`src/source/rv64_stage_reg.sv`:
```
`timescale 1ns/1ps

module rv64_stage_reg #(
	parameter type payload_t = logic
) (
	input  logic     clk,
	input  logic     reset,
	input  logic     in_valid,
	input  payload_t in_data,
	input  logic     block,
	output logic     in_ready,
	output logic     out_valid,
	output payload_t out_data,
	input  logic     out_ready
);

	logic armed;

	// The slot refuses input until the first edge out of reset.
	assign in_ready = armed && !block && (!out_valid || out_ready);

	always_ff @(posedge clk) begin
		if (reset) begin
			armed     <= 1'b0;
			out_valid <= 1'b0;
		end else begin
			armed <= 1'b1;
			if (in_valid && in_ready)
				out_valid <= 1'b1;
			else if (out_ready)
				out_valid <= 1'b0;
		end
	end

	always_ff @(posedge clk) begin
		if (in_valid && in_ready)
			out_data <= in_data;
	end

endmodule

```
`config.mk`:
```
export PLATFORM = sky130hd
export DESIGN_NAME = rv64_stage_reg
export DESIGN_NICKNAME = d
export VERILOG_FILES = /design/src/source/rv64_stage_reg.sv
export SDC_FILE = /design/constraint.sdc
export NUM_CORES = 1
export LEC_CHECK = 0
export BUFFER_PORTS_ARGS = -buffer_cell sky130_fd_sc_hd__buf_4
export CAP_MARGIN = 10
export CORE_AREA = 8 8 45 47
export DETAILED_ROUTE_END_ITERATION = 7
export DIE_AREA = 0 0 53 55
export PLACE_DENSITY_LB_ADDON = 0.25
export SYNTH_ARGS = -nofsm -noshare
export SYNTH_HDL_FRONTEND = slang
export SYNTH_SLANG_ARGS = --single-unit
export TNS_END_PERCENT = 1
```
`constraint.sdc`:
```
create_clock -name clk -period 2.65 [get_ports clk]
set_clock_uncertainty 0.15 [all_clocks]
set_input_delay 0.1325 -clock clk [delete_from_list [all_inputs] [get_ports clk]]
set_output_delay 0.1325 -clock clk [all_outputs]
set_load 0.005 [all_outputs]
```
==> metrics.yaml <==
clockRootBuffer: "clkbuf_4"
worstSetupStartpointType: "flip-flop"
cp_slowest_cell: "dfxtp_1"
htreeDepth: 1
cap_viol_max_count: 0
r2r_cells: 2
cp-end-kind: "primary output"
hold_class: "in2reg"
worstPathArrival_ps: 980
syn_to_final_growth_pct: 99.0
hold-path-cell-count: 2
crit_type: "reg2out"
synth.largest_area_cell: "dfxtp_1"
synthTopCellsByArea: "dfxtp_1 31%, edfxtp_1 24%, nor4bb_2 13%"
cts_resized: 0
grt_max_degree: 4
rsz0062_at_grt: "false"
ys_warn_count: 0
dr.pass1.iters: 2
track_usage: 0.0306
slowest_delay_ps: 310
leakagePower_nw: 0.112
dieWidth_um: 53
ios: 9
core_mm2: 0.00138
drive_gt1_frac: 0.565
synth_nets: 15
cts.sinks: 3
tritoncts: "built"
ys_async_sr_fraction: 0
dieArea_mm2: 0.00292
setup-tns-final_ps: 0
fin_crit_sh: 0.477
dp_slack_ps: 1470
place.port_buffers: 8
yosys.cell_count.top_type: "dfxtp_1"
routed_wl_um: 355
clockBufferDepth: 2
path_cells: "nor2b_4, nor3b_1, buf_4"
drt-initial-drc-count: 1
grt-ovfl-total: 0
ir_worst_vdd_mv: 0.190
drc: 0
post-cts-setup-buffers: 0
layout_min_cycle_time_ps: 1260
crit_required_ps: 2370
die_y_um: 55
place_congestion: 0.517
cts_buffers: 3
clk_latency_ps: 240
hold_buffers: 2
timing.final.max_slew_violations: 0
initial_core_util: 0.0922
slew_headroom: 0.842
synthFlopType: "dfxtp_1"
power_density_mw_per_mm2: 590
n_antenna_cell: 0
synth_edf_count: 1
synth-seq-area-share: 0.549
detail-route-antenna-nets: 0
synth-seq-cells: 3
post_drt_via_cell_ratio: 2.92
yosysUniqueCellTypes: 8
status: "finished, final reports clean"
worstPathMaxFanout: 3
worstMarginPinSlew_ps: 234
grt_pass1_wl_um: 558
vias: 114
clk_pin_slew_ps: 40
synthCells: 9
netlist_area_um2: 128
worst_slack_ps: 1390
syn_area_per_cell_um2: 14.2
hold_viol_final: 0
finalNetCount: 30
wl_per_cell_um: 9.10
rows: 14
setup_viol: 0
fmax_mhz: 791
grt_pass1_vias: 136
yosys.area.top_type_share: 0.314
antenna_found_initial: 0
## path summary, 6_finish.rpt
path	endpoint	slack (ps)	from
worst min register to register	out_valid	460	armed
worst max-delay path	in_ready	1390	out_valid
worst min-delay path	out_data	50	block
worst max register to register	out_data	1470	out_valid
## where the power goes
group | internal [mW] | leakage (nW) | total, mW | switching (mW)
logic | 0.0118 | 0.0714 | 0.0167 | 0.00484
registers | 0.0497 | 0.0258 | 0.0505 | 0.000774
clock network | 0.0566 | 0.0150 | 0.0827 | 0.0261
## cells in the final DEF, fill, tap and decap left out
master	instances
clkbuf_1	1
edfxtp_1	1
nor2b_4	1
clkbuf_4	3
inv_1	1
dfxtp_1	2
o21a_1	1
buf_4	8
dlygate4sd3_1	2
nor3b_1	1
and3b_1	1
nor4bb_2	1
## through the flow
stage	hold slack [ps]	util	total power, mW	std cells	area (µm²)
floorplan	57.7	-	0.0557	9	128
global placement	149	0.150	0.0654	33	208
detailed placement	153	0.150	0.0656	33	208
CTS	43.7	0.184	0.154	39	254
global route	51.9	0.184	0.159	39	254
finish	54.0	0.184	0.150	39	254
## kinds of logic (layout without fill, tap and decap cells)
family          Yosys count  after routing  synth area share
flops                     3              3             0.549
simple gates              4              4             0.363
buf+inv                   1             15            0.0294
compound gates            1              1            0.0588
## metal layers
| layer | wire length, µm | part of all wire | GRT usage |
|---|---|---|---|
| met1 | 193 | 0.54 | 0.0273 |
| met5 | 0 | 0 | 0 |
| met4 | 0 | 0 | 0.0388 |
| met3 | 49 | 0.14 | 0.0401 |
| met2 | 112 | 0.32 | 0.0273 |
## state kept, by name, indices dropped and copies added, names as in the netlist
| signal | flops |
|---|---|
| armed | 1 |
| out_data | 1 |
| out_valid | 1 |
## area by class of cell
cell class	instances	area [µm²]
tap	16	20.0
timing repair buffer	10	80.1
sequential	3	70.1
fill	153	1130
inverter	1	3.75
multi-input combinational	5	53.8
clock buffer	4	26.3
## worst max-delay path, delay by kind of cell (launching register included)
kind          cells  cell delay (ps)
simple gates      2              300
flops             1              310
buf+inv           1              140
(Power assumes the default switching activity.)
