[config.mk]
export PLATFORM = sky130hd
export DESIGN_NAME = rv64_mul_flat
export DESIGN_NICKNAME = d
export VERILOG_FILES = /design/src/source/rv64_mul_if.sv /design/src/source/rv64_mul.sv /design/src/flat_wrapper.sv
export VERILOG_INCLUDE_DIRS = /design/src /design/src/source
export SDC_FILE = /design/constraint.sdc
export NUM_CORES = 1
export LEC_CHECK = 0
export ABC_AREA = 1
export BUFFER_PORTS_ARGS = -buffer_cell sky130_fd_sc_hd__buf_2
export CELL_PAD_IN_SITES_DETAIL_PLACEMENT = 1
export CELL_PAD_IN_SITES_GLOBAL_PLACEMENT = 1
export CORE_MARGIN = 3
export CORE_UTILIZATION = 40
export CTS_BUF_LIST = sky130_fd_sc_hd__clkbuf_8
export DETAILED_ROUTE_END_ITERATION = 7
export GPL_TIMING_DRIVEN = 0
export HOLD_SLACK_MARGIN = 0.02
export PLACE_DENSITY_LB_ADDON = 0.05
export SYNTH_ARGS = -nofsm -noshare
export SYNTH_HDL_FRONTEND = slang
export SYNTH_SLANG_ARGS = --single-unit
[constraint.sdc]
create_clock -name clk -period 3.15 [get_ports clk]
set_input_delay 0.1575 -clock clk [delete_from_list [all_inputs] [get_ports clk]]
set_output_delay 0.1575 -clock clk [all_outputs]
set_load 0.05 [all_outputs]
[src/source/rv64_consts.svh]
`ifndef RV64_CONSTS_SVH
`define RV64_CONSTS_SVH

// ============================================================
// Data width of the integer datapath.
// ============================================================
`define XLEN 64

// ============================================================
// Major opcodes, instr[6:0].
// ============================================================
`define OPC_LUI       7'b0110111
`define OPC_AUIPC     7'b0010111
`define OPC_JAL       7'b1101111
`define OPC_JALR      7'b1100111
`define OPC_BRANCH    7'b1100011
`define OPC_LOAD      7'b0000011
`define OPC_STORE     7'b0100011
`define OPC_OP_IMM    7'b0010011
`define OPC_OP_IMM_32 7'b0011011
`define OPC_OP        7'b0110011
`define OPC_OP_32     7'b0111011
`define OPC_SYSTEM    7'b1110011

// ALU func3 codes. SUB and SRA share their slot with ADD and SRL.
`define F3_ADD  3'b000
`define F3_SLL  3'b001
`define F3_SLT  3'b010
`define F3_SLTU 3'b011
`define F3_XOR  3'b100
`define F3_SRL  3'b101
`define F3_OR   3'b110
`define F3_AND  3'b111

// Branch func3 codes.
`define F3_BEQ  3'b000
`define F3_BNE  3'b001
`define F3_BLT  3'b100
`define F3_BGE  3'b101
`define F3_BLTU 3'b110
`define F3_BGEU 3'b111

// Operand select codes.
`define V1_RS1 1'b0
`define V1_PC  1'b1
`define V2_RS2 1'b0
`define V2_IMM 1'b1

`endif
[src/source/rv64_mul_if.sv]
`timescale 1ns/1ps
`include "rv64_consts.svh"

// Request and result lines between the execute unit and the multiplier.
interface rv64_mul_if;
	logic             start;
	logic [`XLEN-1:0] a;
	logic [`XLEN-1:0] b;
	logic             word;
	logic             busy;
	logic             done;
	logic [`XLEN-1:0] product;

	modport ctrl (
		output start,
		output a,
		output b,
		output word,
		input  busy,
		input  done,
		input  product
	);

	modport unit (
		input  start,
		input  a,
		input  b,
		input  word,
		output busy,
		output done,
		output product
	);
endinterface

[src/source/rv64_mul.sv]
`timescale 1ns/1ps
`include "rv64_consts.svh"

module rv64_mul (
	input logic      clk,
	input logic      reset,
	rv64_mul_if.unit mul
);

	logic [`XLEN-1:0] acc;
	logic [`XLEN-1:0] acc_next;
	logic [`XLEN-1:0] mcand;
	logic [`XLEN-1:0] mplier;
	logic [6:0]       count;
	logic             word_q;
	logic             busy_q;
	logic             done_q;

	// One partial product per cycle, taken from the low multiplier bit.
	assign acc_next = acc + (mplier[0] ? mcand : '0);

	// ============================================================
	// Iteration control.
	// ============================================================
	always_ff @(posedge clk) begin
		if (reset) begin
			busy_q <= 1'b0;
			done_q <= 1'b0;
			count  <= '0;
		end else begin
			done_q <= 1'b0;
			if (mul.start) begin
				busy_q <= 1'b1;
				count  <= mul.word ? 7'd32 : 7'd64;
			end else if (busy_q) begin
				count <= count - 7'd1;
				// The last step lands together with done.
				if (count == 7'd1) begin
					busy_q <= 1'b0;
					done_q <= 1'b1;
				end
			end
		end
	end

	always_ff @(posedge clk) begin
		if (mul.start) begin
			acc    <= '0;
			mcand  <= mul.a;
			mplier <= mul.word ? {32'b0, mul.b[31:0]} : mul.b;
			word_q <= mul.word;
		end else if (busy_q) begin
			acc    <= acc_next;
			mcand  <= mcand << 1;
			mplier <= mplier >> 1;
		end
	end

	assign mul.busy    = busy_q;
	assign mul.done    = done_q;
	assign mul.product = word_q ? {{32{acc[31]}}, acc[31:0]} : acc;

endmodule

[src/flat_wrapper.sv]
// flat-port wrapper written by rule: the top's interface ports become plain ports
module rv64_mul_flat 
  (clk, reset, mul_start, mul_a, mul_b, mul_word, mul_busy, mul_done, mul_product);
  rv64_mul_if mul_i ();
  input logic clk;
  input logic reset;
  input wire logic [$bits(mul_i.start)-1:0] mul_start;
  input wire logic [$bits(mul_i.a)-1:0] mul_a;
  input wire logic [$bits(mul_i.b)-1:0] mul_b;
  input wire logic [$bits(mul_i.word)-1:0] mul_word;
  output wire logic [$bits(mul_i.busy)-1:0] mul_busy;
  output wire logic [$bits(mul_i.done)-1:0] mul_done;
  output wire logic [$bits(mul_i.product)-1:0] mul_product;
  assign mul_i.start = mul_start;
  assign mul_i.a = mul_a;
  assign mul_i.b = mul_b;
  assign mul_i.word = mul_word;
  assign mul_busy = mul_i.busy;
  assign mul_done = mul_i.done;
  assign mul_product = mul_i.product;
  rv64_mul u_core (.clk(clk), .reset(reset), .mul(mul_i));
endmodule
==> run summary <==
The y dimension of the die was 196 um; the tightest slew margin relative to the limit was 0.532. The first global-routing pass estimated 89200 um of wire. The dominant cell type by area after synthesis is sky130_fd_sc_hd__edfxtp_1.

Dividing total power by cell area gives a power density of 421 nW/um^2. For this run, design rule violations remaining after detail routing come to 0. The post-detailed-route count of antenna-violating nets is 0, and the number of clock sinks is 202. The number of max-slew violations in the final report was 0. By startpoint and endpoint, the worst setup path is classified as flip-flop to flip-flop.

Each instance of the synthesized netlist takes up on average 6.44 um^2. The final layout contains 2820 nets. Subtracting the final worst setup slack from the clock period gives 2960 ps. Routability-driven placement finished with a final weighted congestion of 0.944. TritonCTS built the clock tree.

The worst hold path passes through 2 cells. Number of vias after detailed routing: 15400. Cell with the largest stage delay on the worst path: sky130_fd_sc_hd__edfxtp_1. The post-route fraction of the period consumed by the critical path is 0.941, and the total of max-cap violations is 0. The most numerous cell on the critical path is sky130_fd_sc_hd__nand2_1.

Walking the worst path, the cells encountered are buf_4 > clkbuf_2 > nand2_1 > inv_1 > ha_1 > nand2_1 > nor2_1 > nand2_1 > clkinv_1 > nand3_1 > nand3_1 > nand2_1 > nand2_1 > nand2_1 > nand3_1 > o21ai_1. In this run, the number of DRC markers left after iteration 0 of detailed routing was 808. The post-route core utilization is 0.509, and the quantity of I/O buffers inserted on ports is 197. The Yosys step of the flow raised 0 warnings. Summed over all failing endpoints, the final setup total negative slack is 0 ps. The largest driver fanout on the critical path is 10, and the worst hold slack is 371 ps. Setup violations remaining at the end of the flow were counted as 0. The area fraction of the dominant cell type after synthesis was 0.267. The clock skew after layout is 40.7 ps, and the global routing usage summed across all routing layers is 0.297.

The run gives 0 as the number of endpoints with negative hold slack in the final report. The area of the core was 35700 um^2; the via-per-instance ratio was 4.95. Dividing the detail-routed wire length by the instance count gives 18.6 um. No sink is reached through more buffers than the 3 on the longest clock path.

For this design the static power due to leakage is 10.2 nW. The capturing element type of the critical path is a flip-flop. Wire length after detailed routing: 58000 um. For the met3 track utilization from global routing, the log shows 0.0607. Compared with the post-synthesis result, the final layout area differs by 25.0%.

Counting cells, the worst reg-to-reg path comes to 16. Data arrives at the worst endpoint at 3420 ps. For this design the top-level I/O count stands at 198.

The met1 demand-to-capacity share in global routing was 0.409. Number of distinct library cell variants in the gate-level netlist after synthesis: 36. The summed instance area of the synthesized netlist was 14500 um^2; the share of layout cells above drive strength 1 was 0.122.

Required time reported for the critical path endpoint: 3610 ps. The run finished with clean final reports. The synthesized design contains 202 register bits. For the number of buffers inserted during clock tree synthesis, the log shows 38.

By area the synthesized netlist is led by sky130_fd_sc_hd__edfxtp_1 27%, sky130_fd_sc_hd__nand2_1 26%, sky130_fd_sc_hd__inv_1 11%. The total congestion overflow after global routing was 0. The die covers 38600 um^2. The worst reg2reg path startpoint is u_core.mplier[0]$_DFFE_PP_.

The tightest min-delay check is of the primary input to flip-flop type. The initial core utilization is 0.407. Setup repair after global routing left no endpoint under its margin. For the post-synthesis sequential area ratio, the log shows 0.368. The number of antenna violations at the first check in global routing is 2, and the H-tree depth is 2. The via count of the first global-routing pass came out at 16100. The logs give 338 MHz for the timing-limited maximum frequency and 41900 um for the sum of net half-perimeters after detailed placement.

VDD sags by at most 0.330 mV. The register-to-register path setup slack is 190 ps, and the transition time at the pin with the least slew margin is 702 ps. The tools report the number of standard cells after synthesis as 2252. The x dimension of the die works out to 196 um. The startpoint identified for the worst hold timing path is mul_word.

The delay of the slowest critical-path stage works out to 360 ps. The first TritonRoute pass finished after 6 iterations. After clock tree synthesis, the clock-pin slew on the worst setup and hold paths is 60 ps.

The worst min-delay path endpoint was u_core.word_q$_DFFE_PP_. The library cell used as clock root buffer was sky130_fd_sc_hd__clkbuf_8. At the later pin of the worst-skew pair, clock insertion delay measures 610 ps. Synthesis produced a netlist with a net count of 2450. The initialized floorplan defines 69 standard-cell rows.

The startpoint type of the worst setup path is a flip-flop. The most heavily used metal layer in global routing was met2. The endpoint identified for the worst register-to-register timing path is u_core.acc[38]$_SDFFE_PP0P_. The logs give 4852 for the number of filler cells placed in the layout and 73 for the largest net degree at the start of global routing.

The run gives 0.478 as the met2 demand-to-capacity share in global routing.
[sequential cells by signal, summed over array words and instances (netlist names)]
name             flops
u_core.mul.busy      1
u_core.mcand        64
u_core.acc          64
u_core.count         7
u_core.mul.done      1
u_core.word_q        1
u_core.mplier       64
[layer usage]
metal  part of all wire  wire, um
met1               0.46     26800
met5            0.00022        13
met4              0.023      1330
met3              0.063      3670
met2               0.45     26200
[cell usage in the layout (no fill, tap or decap), types with 9 or more instances in the layout]
cell type,netlist,final
sky130_fd_sc_hd__nand3_1,79,79
sky130_fd_sc_hd__clkbuf_1,40,33
sky130_fd_sc_hd__buf_2,4,200
sky130_fd_sc_hd__nor3_1,12,12
sky130_fd_sc_hd__clkbuf_8,0,40
sky130_fd_sc_hd__xnor2_1,25,25
sky130_fd_sc_hd__buf_1,9,9
sky130_fd_sc_hd__nor2_2,8,12
sky130_fd_sc_hd__nand4_1,11,11
sky130_fd_sc_hd__dlygate4sd3_1,0,131
sky130_fd_sc_hd__ha_1,65,65
sky130_fd_sc_hd__a21oi_1,50,50
sky130_fd_sc_hd__buf_4,32,34
sky130_fd_sc_hd__nand2_1,1022,1022
sky130_fd_sc_hd__a22o_1,33,33
sky130_fd_sc_hd__o21ai_1,12,12
sky130_fd_sc_hd__nand2_2,9,9
sky130_fd_sc_hd__inv_1,421,438
sky130_fd_sc_hd__edfxtp_1,129,129
sky130_fd_sc_hd__o21ai_0,62,62
sky130_fd_sc_hd__nor2_1,119,115
sky130_fd_sc_hd__dfxtp_1,73,73
[timing repair]
item                                    in CTS  in global routing
buffers inserted                             2                  0
gates resized for setup                      0                 17
hold endpoints to repair                   139                  0
hold buffers                               131                  0
endpoints found under the setup margin      35                 14
gates cloned                                 0                  0
[how the worst max path moves through the flow]
| stage | startpoint | endpoint | slack, ps | cells after the start |
|---|---|---|---|---|
| floorplan | u_core.mul.busy$_SDFF_PP0_ | u_core.mcand[0]$_SDFFCE_PN0P_ | 140 | 3 |
| global placement | mul_start | u_core.mcand[59]$_DFFE_PP_ | -540 | 5 |
| detailed placement | u_core.mplier[0]$_DFFE_PP_ | u_core.acc[51]$_SDFFE_PP0P_ | -280 | 18 |
| CTS | u_core.mplier[0]$_DFFE_PP_ | u_core.acc[42]$_SDFFE_PP0P_ | 120 | 16 |
| global route | u_core.mplier[0]$_DFFE_PP_ | u_core.acc[35]$_SDFFE_PP0P_ | 4 | 18 |
| finish | u_core.mplier[0]$_DFFE_PP_ | u_core.acc[38]$_SDFFE_PP0P_ | 190 | 16 |
[cell type report]
cell class              instances  area (um^2)  area share
clock inverters                29          133     0.00731
plain buffers                  84          454      0.0250
inverters                     426         1600      0.0881
flip-flops and latches        202         5340       0.294
diodes                          1         2.50    0.000138
repair buffers                331         2340       0.129
well taps                     461          577      0.0318
clock buffers                  40          551      0.0303
multi-input cells            1539         7150       0.394
[critical path, delay by kind of cell (launching register included)]
| kind | cells | cell delay [ps] |
|---|---|---|
| simple gates | 10 | 1500 |
| buf+inv | 4 | 520 |
| flops | 1 | 360 |
| fa+ha+maj | 1 | 350 |
| compound gates | 1 | 90 |
[Yosys cell counts]
cell	instances
sky130_fd_sc_hd__a22o_1	33
sky130_fd_sc_hd__and2_1	2
sky130_fd_sc_hd__nand3_1	79
sky130_fd_sc_hd__o22ai_1	1
sky130_fd_sc_hd__nor2_1	119
sky130_fd_sc_hd__nor4_2	1
sky130_fd_sc_hd__a31oi_1	1
sky130_fd_sc_hd__o21bai_1	2
sky130_fd_sc_hd__nand3_2	4
sky130_fd_sc_hd__nand2_2	9
sky130_fd_sc_hd__a21oi_1	50
sky130_fd_sc_hd__o2bb2ai_1	1
sky130_fd_sc_hd__fa_1	1
sky130_fd_sc_hd__nor3_1	12
sky130_fd_sc_hd__clkinv_1	3
sky130_fd_sc_hd__edfxtp_1	129
sky130_fd_sc_hd__clkbuf_1	40
sky130_fd_sc_hd__buf_1	9
sky130_fd_sc_hd__xnor2_1	25
sky130_fd_sc_hd__inv_2	2
sky130_fd_sc_hd__o21ai_1	12
sky130_fd_sc_hd__nand4_1	11
sky130_fd_sc_hd__inv_1	421
sky130_fd_sc_hd__o211ai_1	1
sky130_fd_sc_hd__nor4_1	1
sky130_fd_sc_hd__nand2_1	1022
sky130_fd_sc_hd__buf_2	4
sky130_fd_sc_hd__o32ai_1	1
sky130_fd_sc_hd__nor3_2	5
sky130_fd_sc_hd__ha_1	65
sky130_fd_sc_hd__xor2_1	3
sky130_fd_sc_hd__dfxtp_1	73
sky130_fd_sc_hd__nor2_2	8
sky130_fd_sc_hd__buf_4	32
sky130_fd_sc_hd__o21ai_0	62
sky130_fd_sc_hd__nand3b_1	8
[per-stage QoR]
stage	cell area (um^2)	worst slack (ps)	power [mW]	instances
floorplan	14500	137	4.41	2252
global placement	16100	-544	4.94	2910
detailed placement	16100	-277	4.99	2911
CTS	18100	125	7.54	3112
global route	18100	4.26	7.98	3113
finish	18100	187	7.63	3113
[logic make-up (layout without fill, tap and decap cells)]
kind of cell | count (synthesis) | in the layout | share of synthesized area
AND/OR/NAND/NOR | 1281 | 1281 | 0.351
buffers and inverters | 511 | 910 | 0.141
flip-flops | 202 | 202 | 0.368
AO/OA/AOI/OAI | 164 | 164 | 0.0663
adder cells (fa/ha/maj) | 66 | 66 | 0.0574
XOR/XNOR | 28 | 28 | 0.0169
other | 0 | 1 | 0
[power by group]
part / internal (mW) / switching, mW / total [mW]
sequential: 3.12 / 0.167 / 3.28
combinational: 0.646 / 1.24 / 1.88
clock: 1.18 / 1.28 / 2.47
Power figures use the tool's default switching activity.
