<file path="src/source/rv64_consts.svh">
`ifndef RV64_CONSTS_SVH
`define RV64_CONSTS_SVH

// ============================================================
// Data width of the integer datapath.
// ============================================================
`define XLEN 64

// ============================================================
// Major opcodes, instr[6:0].
// ============================================================
`define OPC_LUI       7'b0110111
`define OPC_AUIPC     7'b0010111
`define OPC_JAL       7'b1101111
`define OPC_JALR      7'b1100111
`define OPC_BRANCH    7'b1100011
`define OPC_LOAD      7'b0000011
`define OPC_STORE     7'b0100011
`define OPC_OP_IMM    7'b0010011
`define OPC_OP_IMM_32 7'b0011011
`define OPC_OP        7'b0110011
`define OPC_OP_32     7'b0111011
`define OPC_SYSTEM    7'b1110011

// ALU func3 codes. SUB and SRA share their slot with ADD and SRL.
`define F3_ADD  3'b000
`define F3_SLL  3'b001
`define F3_SLT  3'b010
`define F3_SLTU 3'b011
`define F3_XOR  3'b100
`define F3_SRL  3'b101
`define F3_OR   3'b110
`define F3_AND  3'b111

// Branch func3 codes.
`define F3_BEQ  3'b000
`define F3_BNE  3'b001
`define F3_BLT  3'b100
`define F3_BGE  3'b101
`define F3_BLTU 3'b110
`define F3_BGEU 3'b111

// Operand select codes.
`define V1_RS1 1'b0
`define V1_PC  1'b1
`define V2_RS2 1'b0
`define V2_IMM 1'b1

`endif
</file>
<file path="src/source/rv64_pkg.sv">
`include "rv64_consts.svh"

package rv64_pkg;

	// ============================================================
	// Operation and class encodings.
	// ============================================================
	typedef enum logic [3:0] {
		ALU_ADD,
		ALU_SUB,
		ALU_SLL,
		ALU_SLT,
		ALU_SLTU,
		ALU_XOR,
		ALU_SRL,
		ALU_SRA,
		ALU_OR,
		ALU_AND,
		ALU_MUL
	} alu_op_e;

	typedef enum logic [2:0] {
		CLS_ALU,
		CLS_BRANCH,
		CLS_JUMP,
		CLS_MUL,
		CLS_ILLEGAL
	} instr_class_e;

	// ============================================================
	// Pipeline payloads.
	// ============================================================
	typedef struct packed {
		logic [6:0]        opcode;
		logic [2:0]        func3;
		logic              func7;
		logic [4:0]        rs1;
		logic [4:0]        rs2;
		logic [4:0]        rd;
		logic [`XLEN-1:0]  imm;
		logic              v1_sel;
		logic              v2_sel;
		logic              mul_en;
		logic              word;
		instr_class_e      cls;
		alu_op_e           alu_op;
		logic              uses_rs1;
		logic              uses_rs2;
		logic              writes_rd;
	} decoded_t;

	// What sits in the issue slot: the decode plus its operands.
	typedef struct packed {
		decoded_t          dec;
		logic [`XLEN-1:0]  pc;
		logic [`XLEN-1:0]  rs1_val;
		logic [`XLEN-1:0]  rs2_val;
	} issue_t;

	typedef struct packed {
		logic [`XLEN-1:0]  pc;
		logic [4:0]        rd;
		logic              we;
		logic [`XLEN-1:0]  data;
		logic [`XLEN-1:0]  next_pc;
		logic              illegal;
	} retire_t;

endpackage

</file>
<file path="src/source/rv64_decode.sv">
`timescale 1ns/1ps
`include "rv64_consts.svh"

module rv64_decode (
	input  logic [31:0]        instr,
	output rv64_pkg::decoded_t dec
);

	logic [6:0]       opc;
	logic [2:0]       f3;
	logic             i_fmt;
	logic             u_fmt;
	logic             j_fmt;
	logic             b_fmt;
	logic             s_fmt;
	logic             r_fmt;
	logic             legal;
	logic [`XLEN-1:0] imm_i;
	logic [`XLEN-1:0] imm_u;
	logic [`XLEN-1:0] imm_j;
	logic [`XLEN-1:0] imm_b;
	logic [`XLEN-1:0] imm_s;

	// Maps an ALU func3 to its operation; alt picks SUB or SRA.
	function automatic rv64_pkg::alu_op_e alu_from_f3(input logic [2:0] code, input logic alt);
		case (code)
			`F3_ADD:  return alt ? rv64_pkg::ALU_SUB : rv64_pkg::ALU_ADD;
			`F3_SLL:  return rv64_pkg::ALU_SLL;
			`F3_SLT:  return rv64_pkg::ALU_SLT;
			`F3_SLTU: return rv64_pkg::ALU_SLTU;
			`F3_XOR:  return rv64_pkg::ALU_XOR;
			`F3_SRL:  return alt ? rv64_pkg::ALU_SRA : rv64_pkg::ALU_SRL;
			`F3_OR:   return rv64_pkg::ALU_OR;
			default:  return rv64_pkg::ALU_AND;
		endcase
	endfunction

	assign opc = instr[6:0];
	assign f3  = instr[14:12];

	assign i_fmt = (opc == `OPC_JALR) || (opc == `OPC_LOAD) || (opc == `OPC_OP_IMM) ||
	               (opc == `OPC_OP_IMM_32);
	assign u_fmt = (opc == `OPC_LUI) || (opc == `OPC_AUIPC);
	assign j_fmt = (opc == `OPC_JAL);
	assign b_fmt = (opc == `OPC_BRANCH);
	assign s_fmt = (opc == `OPC_STORE);
	assign r_fmt = (opc == `OPC_OP) || (opc == `OPC_OP_32);

	assign imm_i = {{52{instr[31]}}, instr[31:20]};
	assign imm_u = {{32{instr[31]}}, instr[31:12], 12'b0};
	assign imm_j = {{44{instr[31]}}, instr[19:12], instr[20], instr[30:21], 1'b0};
	assign imm_b = {{52{instr[31]}}, instr[7], instr[30:25], instr[11:8], 1'b0};
	assign imm_s = {{52{instr[31]}}, instr[31:25], instr[11:7]};

	always_comb begin
		dec.opcode = opc;
		dec.func3  = f3;
		dec.func7  = instr[30];
		// LUI reads x0 so that its add yields the bare immediate.
		dec.rs1    = (opc == `OPC_LUI) ? 5'd0 : instr[19:15];
		dec.rs2    = instr[24:20];
		dec.rd     = instr[11:7];
		dec.imm    = i_fmt ? imm_i :
		             u_fmt ? imm_u :
		             j_fmt ? imm_j :
		             b_fmt ? imm_b :
		             s_fmt ? imm_s : '0;
		dec.v1_sel = (j_fmt || opc == `OPC_AUIPC) ? `V1_PC : `V1_RS1;
		dec.v2_sel = (r_fmt || b_fmt) ? `V2_RS2 : `V2_IMM;
		dec.mul_en = r_fmt && instr[25];
		dec.word   = (opc == `OPC_OP_IMM_32) || (opc == `OPC_OP_32);
		dec.cls    = rv64_pkg::CLS_ILLEGAL;
		dec.alu_op = rv64_pkg::ALU_ADD;

		case (opc)
			`OPC_LUI, `OPC_AUIPC: dec.cls = rv64_pkg::CLS_ALU;
			`OPC_JAL:             dec.cls = rv64_pkg::CLS_JUMP;
			`OPC_JALR: begin
				if (f3 == 3'b000)
					dec.cls = rv64_pkg::CLS_JUMP;
			end
			`OPC_BRANCH: begin
				if (f3[2:1] != 2'b01)
					dec.cls = rv64_pkg::CLS_BRANCH;
			end
			`OPC_OP_IMM, `OPC_OP_IMM_32: begin
				dec.alu_op = alu_from_f3(f3, (f3 == `F3_SRL) && instr[30]);
				// Shifts carry a shamt in the upper bits, so only those are checked.
				if (f3 != `F3_SLL && f3 != `F3_SRL && opc == `OPC_OP_IMM)
					dec.cls = rv64_pkg::CLS_ALU;
				else if ((f3 == `F3_SLL || f3 == `F3_SRL) &&
				         (instr[31:26] == 6'b0 ||
				          (f3 == `F3_SRL && instr[31:26] == 6'b010000)) &&
				         (opc == `OPC_OP_IMM || !instr[25]))
					dec.cls = rv64_pkg::CLS_ALU;
				else if (f3 == `F3_ADD)
					dec.cls = rv64_pkg::CLS_ALU;
			end
			`OPC_OP, `OPC_OP_32: begin
				if (instr[25]) begin
					// Only MUL and MULW exist in this slice.
					if (f3 == 3'b000 && instr[31:26] == 6'b0) begin
						dec.cls    = rv64_pkg::CLS_MUL;
						dec.alu_op = rv64_pkg::ALU_MUL;
					end
				end else begin
					dec.alu_op = alu_from_f3(f3, instr[30]);
					if ((instr[31:25] == 7'b0 ||
					     (instr[31:25] == 7'b0100000 && (f3 == `F3_ADD || f3 == `F3_SRL))) &&
					    (opc == `OPC_OP || f3 == `F3_ADD || f3 == `F3_SLL || f3 == `F3_SRL))
						dec.cls = rv64_pkg::CLS_ALU;
				end
			end
			default: dec.cls = rv64_pkg::CLS_ILLEGAL;
		endcase

		legal = (dec.cls != rv64_pkg::CLS_ILLEGAL);

		dec.uses_rs1  = legal && !(u_fmt || j_fmt);
		dec.uses_rs2  = legal && (r_fmt || b_fmt);
		dec.writes_rd = legal && !b_fmt;
	end

endmodule

</file>
<file path="config.mk">
export PLATFORM = sky130hd
export DESIGN_NAME = rv64_decode
export DESIGN_NICKNAME = d
export VERILOG_FILES = /design/src/source/rv64_pkg.sv /design/src/source/rv64_decode.sv
export VERILOG_INCLUDE_DIRS = /design/src /design/src/source
export SDC_FILE = /design/constraint.sdc
export NUM_CORES = 1
export LEC_CHECK = 0
export BUFFER_PORTS_ARGS = -buffer_cell sky130_fd_sc_hd__buf_2
export CORE_ASPECT_RATIO = 1.1
export CORE_UTILIZATION = 40
export DETAILED_ROUTE_END_ITERATION = 8
export GPL_ROUTABILITY_DRIVEN = 0
export PLACE_DENSITY = 0.93
export SLEW_MARGIN = 10
export SYNTH_ARGS = -nofsm -noshare
export SYNTH_HDL_FRONTEND = slang
export SYNTH_SLANG_ARGS = --single-unit
</file>
<file path="constraint.sdc">
create_clock -name vclk -period 15.4
set_clock_uncertainty 0.15 [all_clocks]
set_input_delay 3.08 -clock vclk [all_inputs]
set_output_delay 3.08 -clock vclk [all_outputs]
set_load 0.05 [all_outputs]
</file>
==> results.sh, run 1 <==
export IMPL_cpMaxStageDelayCell="a2111oi_2"
export IMPL_worst_path_max_fanout=33
export IMPL_vdd_drop_max_uv=16.4
export IMPL_routedWlPerCell_um=13.4
export IMPL_tns_ps=0
export IMPL_setup_viol=0
export IMPL_drc_errors=22
export IMPL_rows=21
export IMPL_crit_type="primary input to output pin"
export IMPL_avgSynthCellArea_um2=6.48
export IMPL_antenna_left=0
export IMPL_drt_initial_drc_count=89
export IMPL_grt_overflow=0
export IMPL_synth_area_um2=1320
export IMPL_portBuffers=136
export IMPL_area_growth_pct=21.4
export IMPL_report_final_slew_viol_count=0
export IMPL_critPathRequiredTime_ps=12170
export IMPL_worstPathCellList="buf_2 > nand2_1 > a2111oi_2 > o21ai_0 > a21boi_1 > buf_4 > buf_2"
export IMPL_final_common_cell="buf_2"
export IMPL_syn_inst=203
export IMPL_yosysTopAreaCellShare_pct=30.8
export IMPL_max_freq_mhz=121
export IMPL_cp_arrival_ps=5050
export IMPL_cap_violations=0
export IMPL_postLayoutSetupSlackWorst_ps=7120
export IMPL_worst_slew_pin_slew_ps=648
export IMPL_synth_top_area_cell="buf_4"
export IMPL_dieArea_um2=3520
export IMPL_io_pins=136
export IMPL_hp_class="primary input to output pin"
export IMPL_grt_pass1_wl_um=6220
export IMPL_cpMostUsedCell="buf_2"
export IMPL_nClkBuffers=0
export IMPL_synthDistinctLibCells=45
export IMPL_nets=311
export IMPL_viasPerCell=5.28
export IMPL_die_w_um=56.7
export IMPL_fillerInstances=343
export IMPL_grt_max_degree=34
export IMPL_fp_dieH_um=62.2
export IMPL_coreArea_um2=3100
export IMPL_synth_area_leaders="buf_4 31%, a21o_1 10%, nor2_1 5.1%"
export IMPL_drive_above_1_share_pct=51.6
export IMPL_finalCritPeriodShare_pct=53.7
export IMPL_status="complete, but fails checks"
export IMPL_ys_warn_count=0
export IMPL_p_per_area_nw_per_um2=40.0
export IMPL_yosysSeqAreaShare_pct=0
export IMPL_slew_headroom_pct=56.3
export IMPL_leakage_nw=1.12
export IMPL_synthesis_nets=235
export IMPL_cp_top_family="compound AO/OA/AOI/OAI gates"
export IMPL_antenna_found_initial=0
export IMPL_placedCellCount=311
export IMPL_grt_util_all_layers_pct=20.9
export IMPL_register_area_um2=0
export IMPL_hold_violations=0
export IMPL_start_kind="primary input"
export IMPL_flops_and_latches=0
export IMPL_finalPower_uw=63.9
export IMPL_cpPeakStageDelay_ps=510
export IMPL_cts_resized=0
export IMPL_pre_cts_ws_ps=7120
export IMPL_layout_min_cycle_time_ps=8280
export IMPL_failed_checks="design-rule violations"
export IMPL_path_buf_inv=3
export IMPL_vias=1643
export IMPL_rsz0062_at_grt="no"
export IMPL_grt_pass1_vias=1375
export IMPL_start_util_pct=42.5
export IMPL_postCtsHoldBufs=0
export IMPL_postCtsSetupBuffers=0
export IMPL_instances_no_fill=311
export IMPL_dp_hpwl_um=3410
export IMPL_routed_wl_um=4170
export IMPL_diodes=0
export IMPL_final_cell_mix="136 x buf_2, 18 x nor2_1, 18 x a21o_1"
export IMPL_multiInputGateArea_um2=852
export IMPL_dr_pass1_iters=6
export IMPL_crit_path_end_kind="output pin"
-- synthesized netlist by cell type (all sizes together), types with 3 or more instances --
master,instances
buf,57
nor2,19
a21o,18
nand2,14
and2,11
o21ai,8
a21oi,7
clkbuf,6
nor2b,6
mux2i,5
nand2b,5
inv,4
nand3,4
nor3,4
a211oi,3
and3,3
nor4b,3
-- logic make-up (layout without fill, tap and decap cells) --
logic type | Yosys count | after routing | share of synthesized area [%]
multiplexers | 5 | 5 | 3.80
AND/OR/NAND/NOR | 82 | 82 | 35.2
AO/OA/AOI/OAI | 49 | 49 | 25.8
buffers and inverters | 67 | 141 | 35.3
-- worst paths after layout --
path	start	to	slack (ps)	depth (start not counted)
worst max-delay path	instr[1]	dec[68]	7120	7
worst min-delay path	instr[11]	dec[82]	6310	2
-- power by group --
part / internal (mW) / switching, mW
Sequential: 0 / 0
Combinational: 0.0149 / 0.0490
Clock: 0 / 0
Total: 0.0149 / 0.0490
-- cell type report --
type                       count  area share (%)
tap                           34            2.66
timing repair buffer         137            43.1
multi-input combinational    136            53.3
inverter                       4           0.940
-- metal layers --
| layer | GRT usage, % | wire length (µm) |
|---|---|---|
| met5 | 0 | 0 |
| met4 | 4.06 | 57 |
| met3 | 0.833 | 323 |
| met2 | 40.3 | 2140 |
| met1 | 25.1 | 1650 |
-- through the flow --
step                      hold slack (ps)  util, %  area (µm²)
after global placement               6310     51.5        1600
after CTS                            6320     51.5        1600
after detailed placement             6320     51.5        1600
after floorplan                      6180        -        1320
after global routing                 6320     51.5        1600
final                                6310     51.5        1600
No activity file was read; power rests on OpenSTA's default activity.
==> inputs of run 2 (changes only) <==
CORE_UTILIZATION = 34   (was 40)
PLACE_DENSITY = 0.84   (was 0.93)
clock period = 7.4 ns   (was 15.4 ns; I/O delays follow)
==> results.sh, run 2 (synthesis results as in run 1) <==
export IMPL_portBuffers=136
export IMPL_worst_slew_pin_slew_ps=673
export IMPL_cpPeakStageDelay_ps=500
export IMPL_holdWs_ps=3110
export IMPL_antenna_found_initial=0
export IMPL_layout_min_cycle_time_ps=5040
export IMPL_coreArea_um2=3680
export IMPL_leakage_nw=1.12
export IMPL_path_buf_inv=3
export IMPL_crit_path_end_kind="output pin"
export IMPL_antenna_left=0
export IMPL_final_common_cell="buf_2"
export IMPL_dp_hpwl_um=3380
export IMPL_dr_pass1_iters=4
export IMPL_crit_type="primary input to output pin"
export IMPL_nClkBuffers=0
export IMPL_postCtsSetupBuffers=0
export IMPL_worst_path_max_fanout=33
export IMPL_setup_viol=0
export IMPL_cpMaxStageDelayCell="a2111oi_2"
export IMPL_grt_pass1_wl_um=5800
export IMPL_instances_no_fill=327
export IMPL_io_pins=136
export IMPL_finalPower_uw=133
export IMPL_vias=1628
export IMPL_grt_max_degree=34
export IMPL_slew_headroom_pct=54.5
export IMPL_diodes=0
export IMPL_start_util_pct=35.7
export IMPL_worstPathCellList="buf_2 > nand2_1 > a2111oi_2 > o21ai_0 > a21boi_1 > buf_4 > buf_2"
export IMPL_fillerInstances=414
export IMPL_vdd_drop_max_uv=30.7
export IMPL_cpMostUsedCell="buf_2"
export IMPL_tns_ps=0
export IMPL_rows=23
export IMPL_cts_resized=0
export IMPL_multiInputGateArea_um2=852
export IMPL_flops_and_latches=0
export IMPL_start_kind="primary input"
export IMPL_postCtsHoldBufs=0
export IMPL_drt_initial_drc_count=41
export IMPL_report_final_slew_viol_count=0
export IMPL_rsz0062_at_grt="no"
export IMPL_placedCellCount=327
export IMPL_routedWlPerCell_um=12.7
export IMPL_drive_above_1_share_pct=51.6
export IMPL_viasPerCell=4.98
export IMPL_finalCritPeriodShare_pct=68.0
export IMPL_nets=311
export IMPL_area_growth_pct=22.9
export IMPL_grt_util_all_layers_pct=17.9
export IMPL_routed_wl_um=4140
export IMPL_die_w_um=61.3
export IMPL_cp_top_family="compound AO/OA/AOI/OAI gates"
export IMPL_fp_dieH_um=67.3
export IMPL_hold_violations=0
export IMPL_register_area_um2=0
export IMPL_max_freq_mhz=199
export IMPL_p_per_area_nw_per_um2=82.0
export IMPL_cp_arrival_ps=3410
export IMPL_hp_class="primary input to output pin"
export IMPL_dieArea_um2=4120
export IMPL_final_cell_mix="136 x buf_2, 18 x nor2_1, 18 x a21o_1"
export IMPL_drc_errors=0
export IMPL_grt_overflow=0
export IMPL_cap_violations=0
export IMPL_status="finished, final reports clean"
export IMPL_critPathRequiredTime_ps=5770
export IMPL_grt_pass1_vias=1238
[run 2: cell counts in the layout (fill, tap and decap cells not counted)]
Identical to the previous run, type by type.
[run 2: layer usage]
metal | share of wire, % | vias up | GRT usage [%]
met5 | 0 | - | 0
met4 | 0 | 0 | 0
met3 | 7.5 | 0 | 0.958
met2 | 52 | 85 | 34.6
met1 | 40 | 743 | 22.6
li1 | - | 800 | -
[run 2: path summary, 6_finish.rpt]
check      start       to  slack [ps]  depth (start not counted)
max     instr[1]  dec[77]        2360                          7
min    instr[10]  dec[81]        3110                          2
[run 2: report_power, final]
part           internal [mW]  switching (mW)
registers                  0               0
logic                 0.0309           0.102
clock network              0               0
total                 0.0309           0.102
[run 2: per-stage QoR]
step | util, % | area [µm²] | setup slack, ps
floorplan | - | 1320 | 1050
global route | 43.9 | 1620 | 2120
detailed placement | 43.9 | 1620 | 2370
CTS | 43.9 | 1620 | 2370
global placement | 43.9 | 1620 | 2490
finish | 43.9 | 1620 | 2360
[run 2: layout make-up]
cell class                 count  area share, %
inverter                       4          0.928
tap                           50           3.87
timing repair buffer         137           42.5
multi-input combinational    136           52.7
